<file path="config.mk">
export PLATFORM = sky130hd
export DESIGN_NAME = mailboxTop
export DESIGN_NICKNAME = d
export VERILOG_FILES = /design/src/verilog/mailboxPkg.sv /design/src/verilog/mailboxTop.sv /design/src/verilog/mailboxPort.sv /design/src/verilog/shiftFifo.sv
export SDC_FILE = /design/constraint.sdc
export NUM_CORES = 1
export LEC_CHECK = 0
export BUFFER_PORTS_ARGS = -buffer_cell sky130_fd_sc_hd__buf_2
export CORE_MARGIN = 1
export CORE_UTILIZATION = 61
export CTS_CLUSTER_DIAMETER = 80
export DETAILED_ROUTE_END_ITERATION = 8
export GPL_ROUTABILITY_DRIVEN = 0
export PLACE_DENSITY = 0.77
export SYNTH_ARGS = -nofsm -noshare
export SYNTH_HDL_FRONTEND = slang
export SYNTH_HIERARCHICAL = 1
export SYNTH_SLANG_ARGS = --single-unit
</file>
<file path="constraint.sdc">
create_clock -name clk -period 4.5 [get_ports clk]
set_input_delay 0.45 -clock clk [delete_from_list [all_inputs] [get_ports clk]]
set_output_delay 0.45 -clock clk [all_outputs]
set_load 0.1 [all_outputs]
</file>
<file path="src/verilog/mailboxPkg.sv">
// Shared types and register map of the two-sided Wishbone mailbox.
// Modules import it with a wildcard in their body and use scoped names in their ports.

`default_nettype none

package mailboxPkg;

	// Width of one mailbox word
	localparam int dataWidth = 16;

	typedef logic [dataWidth-1:0] mailboxData;

	// Register address inside one port
	typedef logic [1:0] wbAddr;

	// Occupancy of one FIFO, 0 to 7
	typedef logic [3:0] fifoCount;

	// A FIFO reports full at this many entries
	localparam int fifoDepth = 7;

	// Register map of a port, address 3 reads as zero
	localparam wbAddr addrData = 2'd0;
	localparam wbAddr addrStatus = 2'd1;
	localparam wbAddr addrIrqLevel = 2'd2;

	// Status word layout
	// Bits 3 to 0 hold the incoming count and bits 7 to 4 the outgoing count.
	// The flag bits follow, and everything above them reads as zero.
	localparam int statusInEmpty = 8;
	localparam int statusOutFull = 9;
	localparam int statusOverflow = 10;	// Sticky, cleared by a status read
	localparam int statusUnderflow = 11;	// Sticky, cleared by a status read

endpackage

`default_nettype wire
</file>
<file path="src/verilog/mailboxTop.sv">
// Top of the mailbox: two Wishbone ports and two FIFOs connected crosswise.
// Port A pushes into fifoAtoB, which port B pops, and the other way round.

`default_nettype none

module mailboxTop (
	input logic clk,
	input logic reset,
	input logic cycA,
	input logic stbA,
	input logic weA,
	input mailboxPkg::wbAddr adrA,
	input mailboxPkg::mailboxData datWrA,
	output mailboxPkg::mailboxData datRdA,
	output logic ackA,
	output logic irqA,
	input logic cycB,
	input logic stbB,
	input logic weB,
	input mailboxPkg::wbAddr adrB,
	input mailboxPkg::mailboxData datWrB,
	output mailboxPkg::mailboxData datRdB,
	output logic ackB,
	output logic irqB
);

	import mailboxPkg::*;

	mailboxData headAtoB, headBtoA;
	logic emptyAtoB, emptyBtoA;
	logic fullAtoB, fullBtoA;
	fifoCount cntAtoB, cntBtoA;
	logic pushAtoB, pushBtoA;
	logic popAtoB, popBtoA;

	mailboxPort portA (
		.clk(clk), .reset(reset),
		.cyc(cycA), .stb(stbA), .we(weA), .adr(adrA), .datWr(datWrA),
		.datRd(datRdA), .ack(ackA), .irq(irqA),
		.inHead(headBtoA), .inEmpty(emptyBtoA), .inCount(cntBtoA),
		.outFull(fullAtoB), .outCount(cntAtoB),
		.push(pushAtoB), .pop(popBtoA)
	);

	mailboxPort portB (
		.clk(clk), .reset(reset),
		.cyc(cycB), .stb(stbB), .we(weB), .adr(adrB), .datWr(datWrB),
		.datRd(datRdB), .ack(ackB), .irq(irqB),
		.inHead(headAtoB), .inEmpty(emptyAtoB), .inCount(cntAtoB),
		.outFull(fullBtoA), .outCount(cntBtoA),
		.push(pushBtoA), .pop(popAtoB)
	);

	shiftFifo #(.width(dataWidth)) fifoAtoB (
		.clk(clk), .reset(reset), .push(pushAtoB), .pop(popAtoB),
		.dIn(datWrA), .dOut(headAtoB),
		.full(fullAtoB), .empty(emptyAtoB), .cnt(cntAtoB)
	);

	shiftFifo #(.width(dataWidth)) fifoBtoA (
		.clk(clk), .reset(reset), .push(pushBtoA), .pop(popBtoA),
		.dIn(datWrB), .dOut(headBtoA),
		.full(fullBtoA), .empty(emptyBtoA), .cnt(cntBtoA)
	);

endmodule

`default_nettype wire

</file>
<file path="src/verilog/mailboxPort.sv">
// Wishbone classic slave for one side of the mailbox.
// A data write pushes into the outgoing FIFO and a data read pops the incoming one.
// Status and irq level registers sit next to it, and the interrupt is registered.

`default_nettype none

module mailboxPort (
	input logic clk,
	input logic reset,
	input logic cyc,
	input logic stb,
	input logic we,
	input mailboxPkg::wbAddr adr,
	input mailboxPkg::mailboxData datWr,
	output mailboxPkg::mailboxData datRd,
	output logic ack,
	output logic irq,
	input mailboxPkg::mailboxData inHead,
	input logic inEmpty,
	input mailboxPkg::fifoCount inCount,
	input logic outFull,
	input mailboxPkg::fifoCount outCount,
	output logic push,
	output logic pop
);

	import mailboxPkg::*;

	// High in the cycle after reset, while the FIFOs are still clearing
	logic resetHold;

	logic req;
	logic isData;
	logic isStatus;
	logic isIrqLevel;

	logic dropWrite;
	logic emptyRead;
	logic statusRead;

	logic overflow;
	logic underflow;
	fifoCount irqLevel;

	mailboxData statusWord;
	mailboxData readValue;

	always_ff @(posedge clk) begin
		resetHold <= reset;
	end

	// A new request is taken only while ack is low, so ack lasts one cycle
	assign req = cyc && stb && !ack && !reset && !resetHold;

	assign isData = (adr == addrData);
	assign isStatus = (adr == addrStatus);
	assign isIrqLevel = (adr == addrIrqLevel);

	// FIFO operations happen in the cycle that produces ack
	assign push = req && we && isData && !outFull;
	assign pop = req && !we && isData && !inEmpty;

	assign dropWrite = req && we && isData && outFull;
	assign emptyRead = req && !we && isData && inEmpty;
	assign statusRead = req && !we && isStatus;

	always_comb begin
		statusWord = '0;
		statusWord[3:0] = inCount;
		statusWord[7:4] = outCount;
		statusWord[statusInEmpty] = inEmpty;
		statusWord[statusOutFull] = outFull;
		statusWord[statusOverflow] = overflow;
		statusWord[statusUnderflow] = underflow;
	end

	always_comb begin
		case (adr)
			addrData: readValue = inEmpty ? '0 : inHead;
			addrStatus: readValue = statusWord;
			addrIrqLevel: readValue = mailboxData'(irqLevel);
			default: readValue = '0;
		endcase
	end

	always_ff @(posedge clk) begin
		if (reset) begin
			ack <= 1'b0;
			datRd <= '0;
		end else begin
			ack <= req;
			if (req)
				datRd <= we ? '0 : readValue;
		end
	end

	// A flag raised at the edge of a status read is kept
	always_ff @(posedge clk) begin
		if (reset) begin
			overflow <= 1'b0;
			underflow <= 1'b0;
		end else begin
			overflow <= (overflow && !statusRead) || dropWrite;
			underflow <= (underflow && !statusRead) || emptyRead;
		end
	end

	always_ff @(posedge clk) begin
		if (reset)
			irqLevel <= '0;
		else if (req && we && isIrqLevel)
			irqLevel <= datWr[3:0];
	end

	// Level zero disables the interrupt
	always_ff @(posedge clk) begin
		if (reset)
			irq <= 1'b0;
		else
			irq <= (irqLevel != '0) && (inCount >= irqLevel);
	end

endmodule

`default_nettype wire

</file>
<file path="src/verilog/shiftFifo.sv">
// Shift-register FIFO with seven entries. The head word sits in the first register
// and is readable at all times; a pop moves every entry one place toward it.
// Reset is spread through a register bank, so the FIFO clears one cycle late.
// Push when full or pop when empty is not checked here; the caller must avoid it.

`default_nettype none

module shiftFifo #(
	parameter int width = mailboxPkg::dataWidth
) (
	input logic clk,
	input logic reset,
	input logic push,
	input logic pop,
	input logic [width-1:0] dIn,
	output logic [width-1:0] dOut,
	output logic full,
	output logic empty,
	output mailboxPkg::fifoCount cnt
);

	import mailboxPkg::*;

	// Bit 0 resets the pointer, bit i resets data register i
	logic [fifoDepth:0] rstFan;

	fifoCount ptr;
	fifoCount ptrNxt;

	// Register 1 is the head of the queue
	logic [width-1:0] dataReg [1:fifoDepth];
	logic [width-1:0] shiftIn [1:fifoDepth];

	// Picks the next value of one data register
	function automatic logic [width-1:0] regUpdate(
		input fifoCount myPos,
		input fifoCount wrPos,
		input logic [width-1:0] wrData,
		input logic [width-1:0] shiftData,
		input logic [width-1:0] holdData,
		input logic wrEn,
		input logic rdEn
	);
		logic [width-1:0] result;

		if (wrEn && (myPos == wrPos))
			result = wrData;
		else if (rdEn)
			result = shiftData;
		else
			result = holdData;
		return result;
	endfunction

	always_ff @(posedge clk) begin
		rstFan <= {(fifoDepth + 1){reset}};
	end

	always_comb begin
		if (push && !pop)
			ptrNxt = ptr + 1'b1;
		else if (pop && !push)
			ptrNxt = ptr - 1'b1;
		else
			ptrNxt = ptr;	// Idle, or push and pop together
	end

	always_ff @(posedge clk) begin
		if (rstFan[0])
			ptr <= '0;
		else
			ptr <= ptrNxt;
	end

	// Each register's neighbor toward the tail, the last one pulls in zero
	always_comb begin
		shiftIn[fifoDepth] = '0;
		for (int i = 1; i < fifoDepth; i++) begin
			shiftIn[i] = dataReg[i + 1];
		end
	end

	// With push and pop together the write lands on the slot the tail shifts into
	always_ff @(posedge clk) begin
		for (int i = 1; i <= fifoDepth; i++) begin
			if (rstFan[i])
				dataReg[i] <= '0;
			else
				dataReg[i] <= regUpdate(fifoCount'(i), ptrNxt, dIn, shiftIn[i],
					dataReg[i], push, pop);
		end
	end

	always_comb begin
		empty = (ptr == '0);
		full = (ptr == fifoCount'(fifoDepth));
		cnt = ptr;
		dOut = dataReg[1];	// Head is combinational
	end

endmodule

`default_nettype wire

</file>
After elaboration in Yosys (flattened, before gate mapping). Memories as Yosys holds them, arrays and structs flattened. Cells that the tools add are included.

Register bits after elaboration: 58. Bits in writable memories: 224. Input port bits: 44. Word-level logic and storage cells: 223. Memories: 2.

Add/sub/neg operators: 4. Order comparisons: 2. Eq/ne operators: 20. Mux-type cells: 87. Bitwise gates (word level): 14. Reductions and logical operators: 78.

Memory list: fifoAtoB.dataReg (depth 7, bits a word 16, rd ports 7, clocked after memory_dff 0, wr ports 7, RTL line shiftFifo.sv:31) `logic [width-1:0] dataReg [1:fifoDepth];`; fifoBtoA.dataReg (depth 7, bits a word 16, rd ports 7, clocked after memory_dff 0, wr ports 7, RTL line shiftFifo.sv:31).

Operators with widths (number): $mux W16 (60); $pmux W16 S3 (2); $logic_and A1 B1 Y1 (52); $eq A3 B4 Y1 const A (8); $mux W1 (21); $eq A2 B4 Y1 const A (4); $logic_not A1 Y1 (16); $mux W4 (4); $or A1 B1 Y1 (14); $add A4 B1 Y4 const B (2); $eq A1 B4 Y1 const A (2); $eq A4 B3 Y1 const B (2); $ge A4 B4 Y1 (2); $logic_not A4 Y1 (2); $reduce_bool A4 Y1 (2); $sub A4 B1 Y4 const B (2); $eq A2 B1 Y1 const B (2); $eq A2 B2 Y1 const B (2); $logic_not A2 Y1 (2); $logic_or A1 B1 Y1 (4).

Depth between registers and ports, before layout.
Depth after elaboration: 16. Depth in mapped cells: 14. Depth with buffers taken out: 9.

Cells and area by module. Netlist, hierarchy kept.

By module, submodules not included: shiftFifo (instances 2, cells an instance 514, area each 5739.3 um2, seq. area each 2342.2 um2); mailboxPort (instances 2, cells an instance 110, area each 1206.2 um2, seq. area each 500.5 um2).

Worst setup path before layout. OpenSTA, ideal clock, no wires.

Path type: reg2reg. From: register portB.ack. To: register, netlist name fifoAtoB/dataReg[0][101]. Arrival: 3618 ps. Required time: 4366 ps. Slack: 749 ps. Stages on the path, launching flop included: 14. Path buffers: 4. Cells stage by stage: dfxtp_1 -> or4b_4 -> or2_1 -> or3_1 -> buf_6 -> nor3_4 -> buf_6 -> and4b_4 -> mux2_4 -> or3_1 -> buf_2 -> buf_4 -> nand3_1 -> a21oi_1.

RTL lines: from (decl) (RTL line mailboxPort.sv:16) `output logic ack,`; from (signal assigned) (RTL line mailboxPort.sv:91) `ack <= req;`.

==> summary.txt <==
Status
  • Status: finished, final reports clean

Logic synthesis
  • YS warnings: 6
  • Synthesized flop and latch total: ~280
  • Asr flop ratio synth: 0
  • Synth cell types: 54
  • Synth Flop Type: dfxtp_1
  • Seq/Total Area, Yosys: 0.4093
  • Syn Nets: about 1,300
  • Post-Synthesis Cells: about 1,200
  • Post-Syn Area per Cell: around 11 um2
  • EDFF count, synth: 0
  • Mapped Area: 13,890 um2

Global route
  • Gr ovfl total: 0
  • Largest net degree at the start of global routing: just under 100
  • Total GRT Usage: 0.2728
  • Initial antenna violation count: 0
  • Vias in the first global route: 9,379
  • First-pass GRT wire length: 52,620 um

Timing
  • Normalized max-slew margin: 0.4045
  • Tmin final: between 4 and 5 ns
  • Least-Margin Pin Slew: between 0.8 and 0.9 ns
  • Final period util: 0.9107
  • Slew Limit Fails: 0
  • Setup Skew: 0.01612 ns
  • Setup TNS: 0 ns
  • RSZ-0062 raised after global routing: false
  • Max Fclk: between 200 and 250 MHz
  • Final setup viols: 0
  • Fin. Hold Viols: 0

Drt
  • Iter 0 DRT Violations: roughly 910
  • Routed wire per std cell: ~21 um
  • DR vias: 10,016
  • Drt pass-1 iters: 5
  • WL final: around 32,000 um
  • Vias per cell: 6.462
  • Antenna Nets Post-Route: 0
  • Number of remaining DRC errors: 0

Clock tree
  • CTS clk-pin slew, worst paths: roughly 0.060 ns
  • TritonCTS clock tree: yes
  • Hold_buf cts: 0
  • Clock root buffer: clkbuf_16
  • Cts repair resizes: 0
  • Clock sink count: approximately 280
  • TritonCTS Buffers: 29
  • Clock Tree Buf Depth: 3
  • H-Tree Depth: 1
  • Setup Buffers After CTS: 0
  • Worst-Skew Late Latency: 0.54 ns

Final layout
  • Multi-input gate area: 7289 um2
  • Share of cells above drive strength 1: 0.2425
  • Layout Nets: ~1,300
  • FF/Latch Area: about 5700 um2
  • Area grow syn2layout: 7.909%
  • Ant. Diodes: 0
  • Filler instances: roughly 1,700

Power and ir drop
  • Total power: a little under 5000 uW
  • Leakage power: approximately 0.0045 uW
  • PD cells: 330.3 nW/um2
  • Maximum vdd drop: 0.2451 mV

Critical path
  • Worst Setup End Kind: flip-flop
  • Startpoint Class: flip-flop
  • Critical path data required time: 4.92 ns
  • Worst setup path category: reg2reg
  • Critical Path AT: approximately 4.5 ns
  • Max incr delay on CP: between 0.5 and 0.6 ns
  • CP max FO: 16
  • Slowest library cell on the worst path: or4b_4
  • R2r setup slk: approximately 0.40 ns
  • Ordered cell list for the critical path: or4b_4 > or2_1 > or3_1 > nor3_4 > nor2b_1 > xnor2_2 > and3_1 > nand2b_1 > a221oi_1

Placed design
  • Dpl hpwl: between 20,000 and 25,000 um
  • PortBufs: between 70 and 80

Job
  • Max Cap Viol: 0

Die
  • Core area: around 22,000 um2
  • Rows: 54
  • Die height: about 150 um
  • I/O pin count: 80
  • Starting Density: 0.6287
  • Die X: 152.9 um
  • Die area: 23,380 um2

Hold path
  • Hold crit path type: in2reg
==> cell usage after synthesis (all sizes together), types with 4 or more instances <==
master | count | area [um2]
dfxtp | 284 | 5685
mux2i | 200 | 2002
a221oi | 160 | 2027
buf | 86 | 635.6
nand2 | 60 | 225.2
nor2 | 58 | 222.7
clkbuf | 54 | 205.2
nor2b | 50 | 312.8
a21oi | 44 | 220.2
nand3 | 34 | 170.2
a2bb2oi | 32 | 280.3
nor3 | 24 | 287.8
o2bb2ai | 22 | 305.3
inv | 18 | 67.56
a22oi | 16 | 147.6
ha | 12 | 150.1
xnor2 | 12 | 172.7
a32o | 10 | 100.1
a222oi | 8 | 80.08
a211oi | 6 | 45.04
nand2b | 6 | 37.54
nor4 | 6 | 127.6
a21o | 4 | 30.03
and3 | 4 | 25.02
o21ai | 4 | 20.02
or3 | 4 | 25.02
==> through the flow <==
step | util | area (um2) | worst slack, ns | hold slack (ns) | std cells
final | 0.6784 | 14990 | 0.4020 | 0.09822 | 1550
after global routing | 0.6784 | 14990 | 0.1696 | 0.09502 | 1550
after CTS | 0.6784 | 14990 | 0.4503 | 0.07776 | 1550
after detailed placement | 0.6385 | 14110 | 0.2292 | 0.4450 | 1504
after global placement | 0.6385 | 14110 | 0.3053 | 0.4443 | 1504
after floorplan | - | 13890 | 0.7487 | 0.4476 | 1248
==> worst max-delay path, delay by kind of cell, from the launching register on <==
family | cells | cell delay [ns]
and+or+nand+nor | 7 | 2.82
AOI/OAI and AO/OA | 1 | 0.49
xor gates and xnor gates | 1 | 0.35
DFF | 1 | 0.31
==> power breakdown <==
group / internal [uW] / switching, uW / total, uW / leakage [uW]
combinational: 33.9 / 87.8 / 122 / 0.00181
sequential: 2520 / 19.4 / 2540 / 0.00229
clock: 1350 / 938 / 2290 / 0.000430
total: 3900 / 1050 / 4950 / 0.00453
==> placed cells by master, fill, tap and decap left out, drive strengths merged, types with 3 or more instances in the layout <==
cell     instances
dfxtp          284
mux2i          200
a221oi         160
buf            116
nand2           60
nor2            58
nor2b           50
a21oi           44
clkbuf          43
nand3           34
a2bb2oi         32
nor3            24
o2bb2ai         22
inv             18
a22oi           16
ha              12
xnor2           12
a32o            10
a222oi           8
nand2b           6
nor4             6
a211oi           6
a21o             4
and3             4
or3              4
o21ai            4
clkinv           3
==> registers in the layout, indices dropped and copies added, names as in the netlist <==
name	count
portB/datRd	16
portB/overflow	1
portB/ack	1
portA/underflow	1
portB/irqLevel	4
portB/underflow	1
portA/irqLevel	4
portA/resetHold	1
portA/ack	1
fifoAtoB/rstFan	1
portA/irq	1
fifoBtoA/dataReg	112
fifoAtoB/dataReg	112
fifoAtoB/cnt	4
fifoBtoA/rstFan	1
portB/irq	1
portA/datRd	16
fifoBtoA/cnt	4
portB/resetHold	1
portA/overflow	1
==> worst paths after layout <==
check | start | to | cells after the start
setup / recovery | portB/ack | fifoAtoB/dataReg[0][33] | 9
hold / removal | reset | portA/resetHold | 1
setup reg to reg | portB/ack | fifoAtoB/dataReg[0][33] | 9
hold reg to reg | portA/datRd[12] | portA/datRd[12] | 1
==> layer usage <==
| layer | global-route usage | routed length (um) |
|---|---|---|
| met1 | 0.4555 | 17070 |
| met2 | 0.3604 | 12520 |
| met3 | 0.03884 | 1915 |
| met4 | 0.05291 | 452 |
| met5 | 0 | 0 |
==> kinds of logic (layout without fill, tap and decap cells) <==
| group | count (synthesis) | count (layout) | synth area share |
|---|---|---|---|
| AOI/OAI and AO/OA | 316 | 316 | 0.2403 |
| xor gates and xnor gates | 14 | 14 | 0.01477 |
| adders and majority gates | 12 | 12 | 0.01081 |
| buffers and inverters | 160 | 182 | 0.06593 |
| DFF | 284 | 284 | 0.4093 |
| muxes | 202 | 202 | 0.1463 |
| and+or+nand+nor | 260 | 260 | 0.1126 |
==> layout make-up <==
cell class	count	area share
multi-input combinational	804	0.4863
clock buffer	43	0.05459
tap	280	0.02337
inverter	20	0.005008
sequential	284	0.3798
clock inverter	3	0.004341
timing repair buffer	116	0.04658
Power figures use the tool's default switching activity.
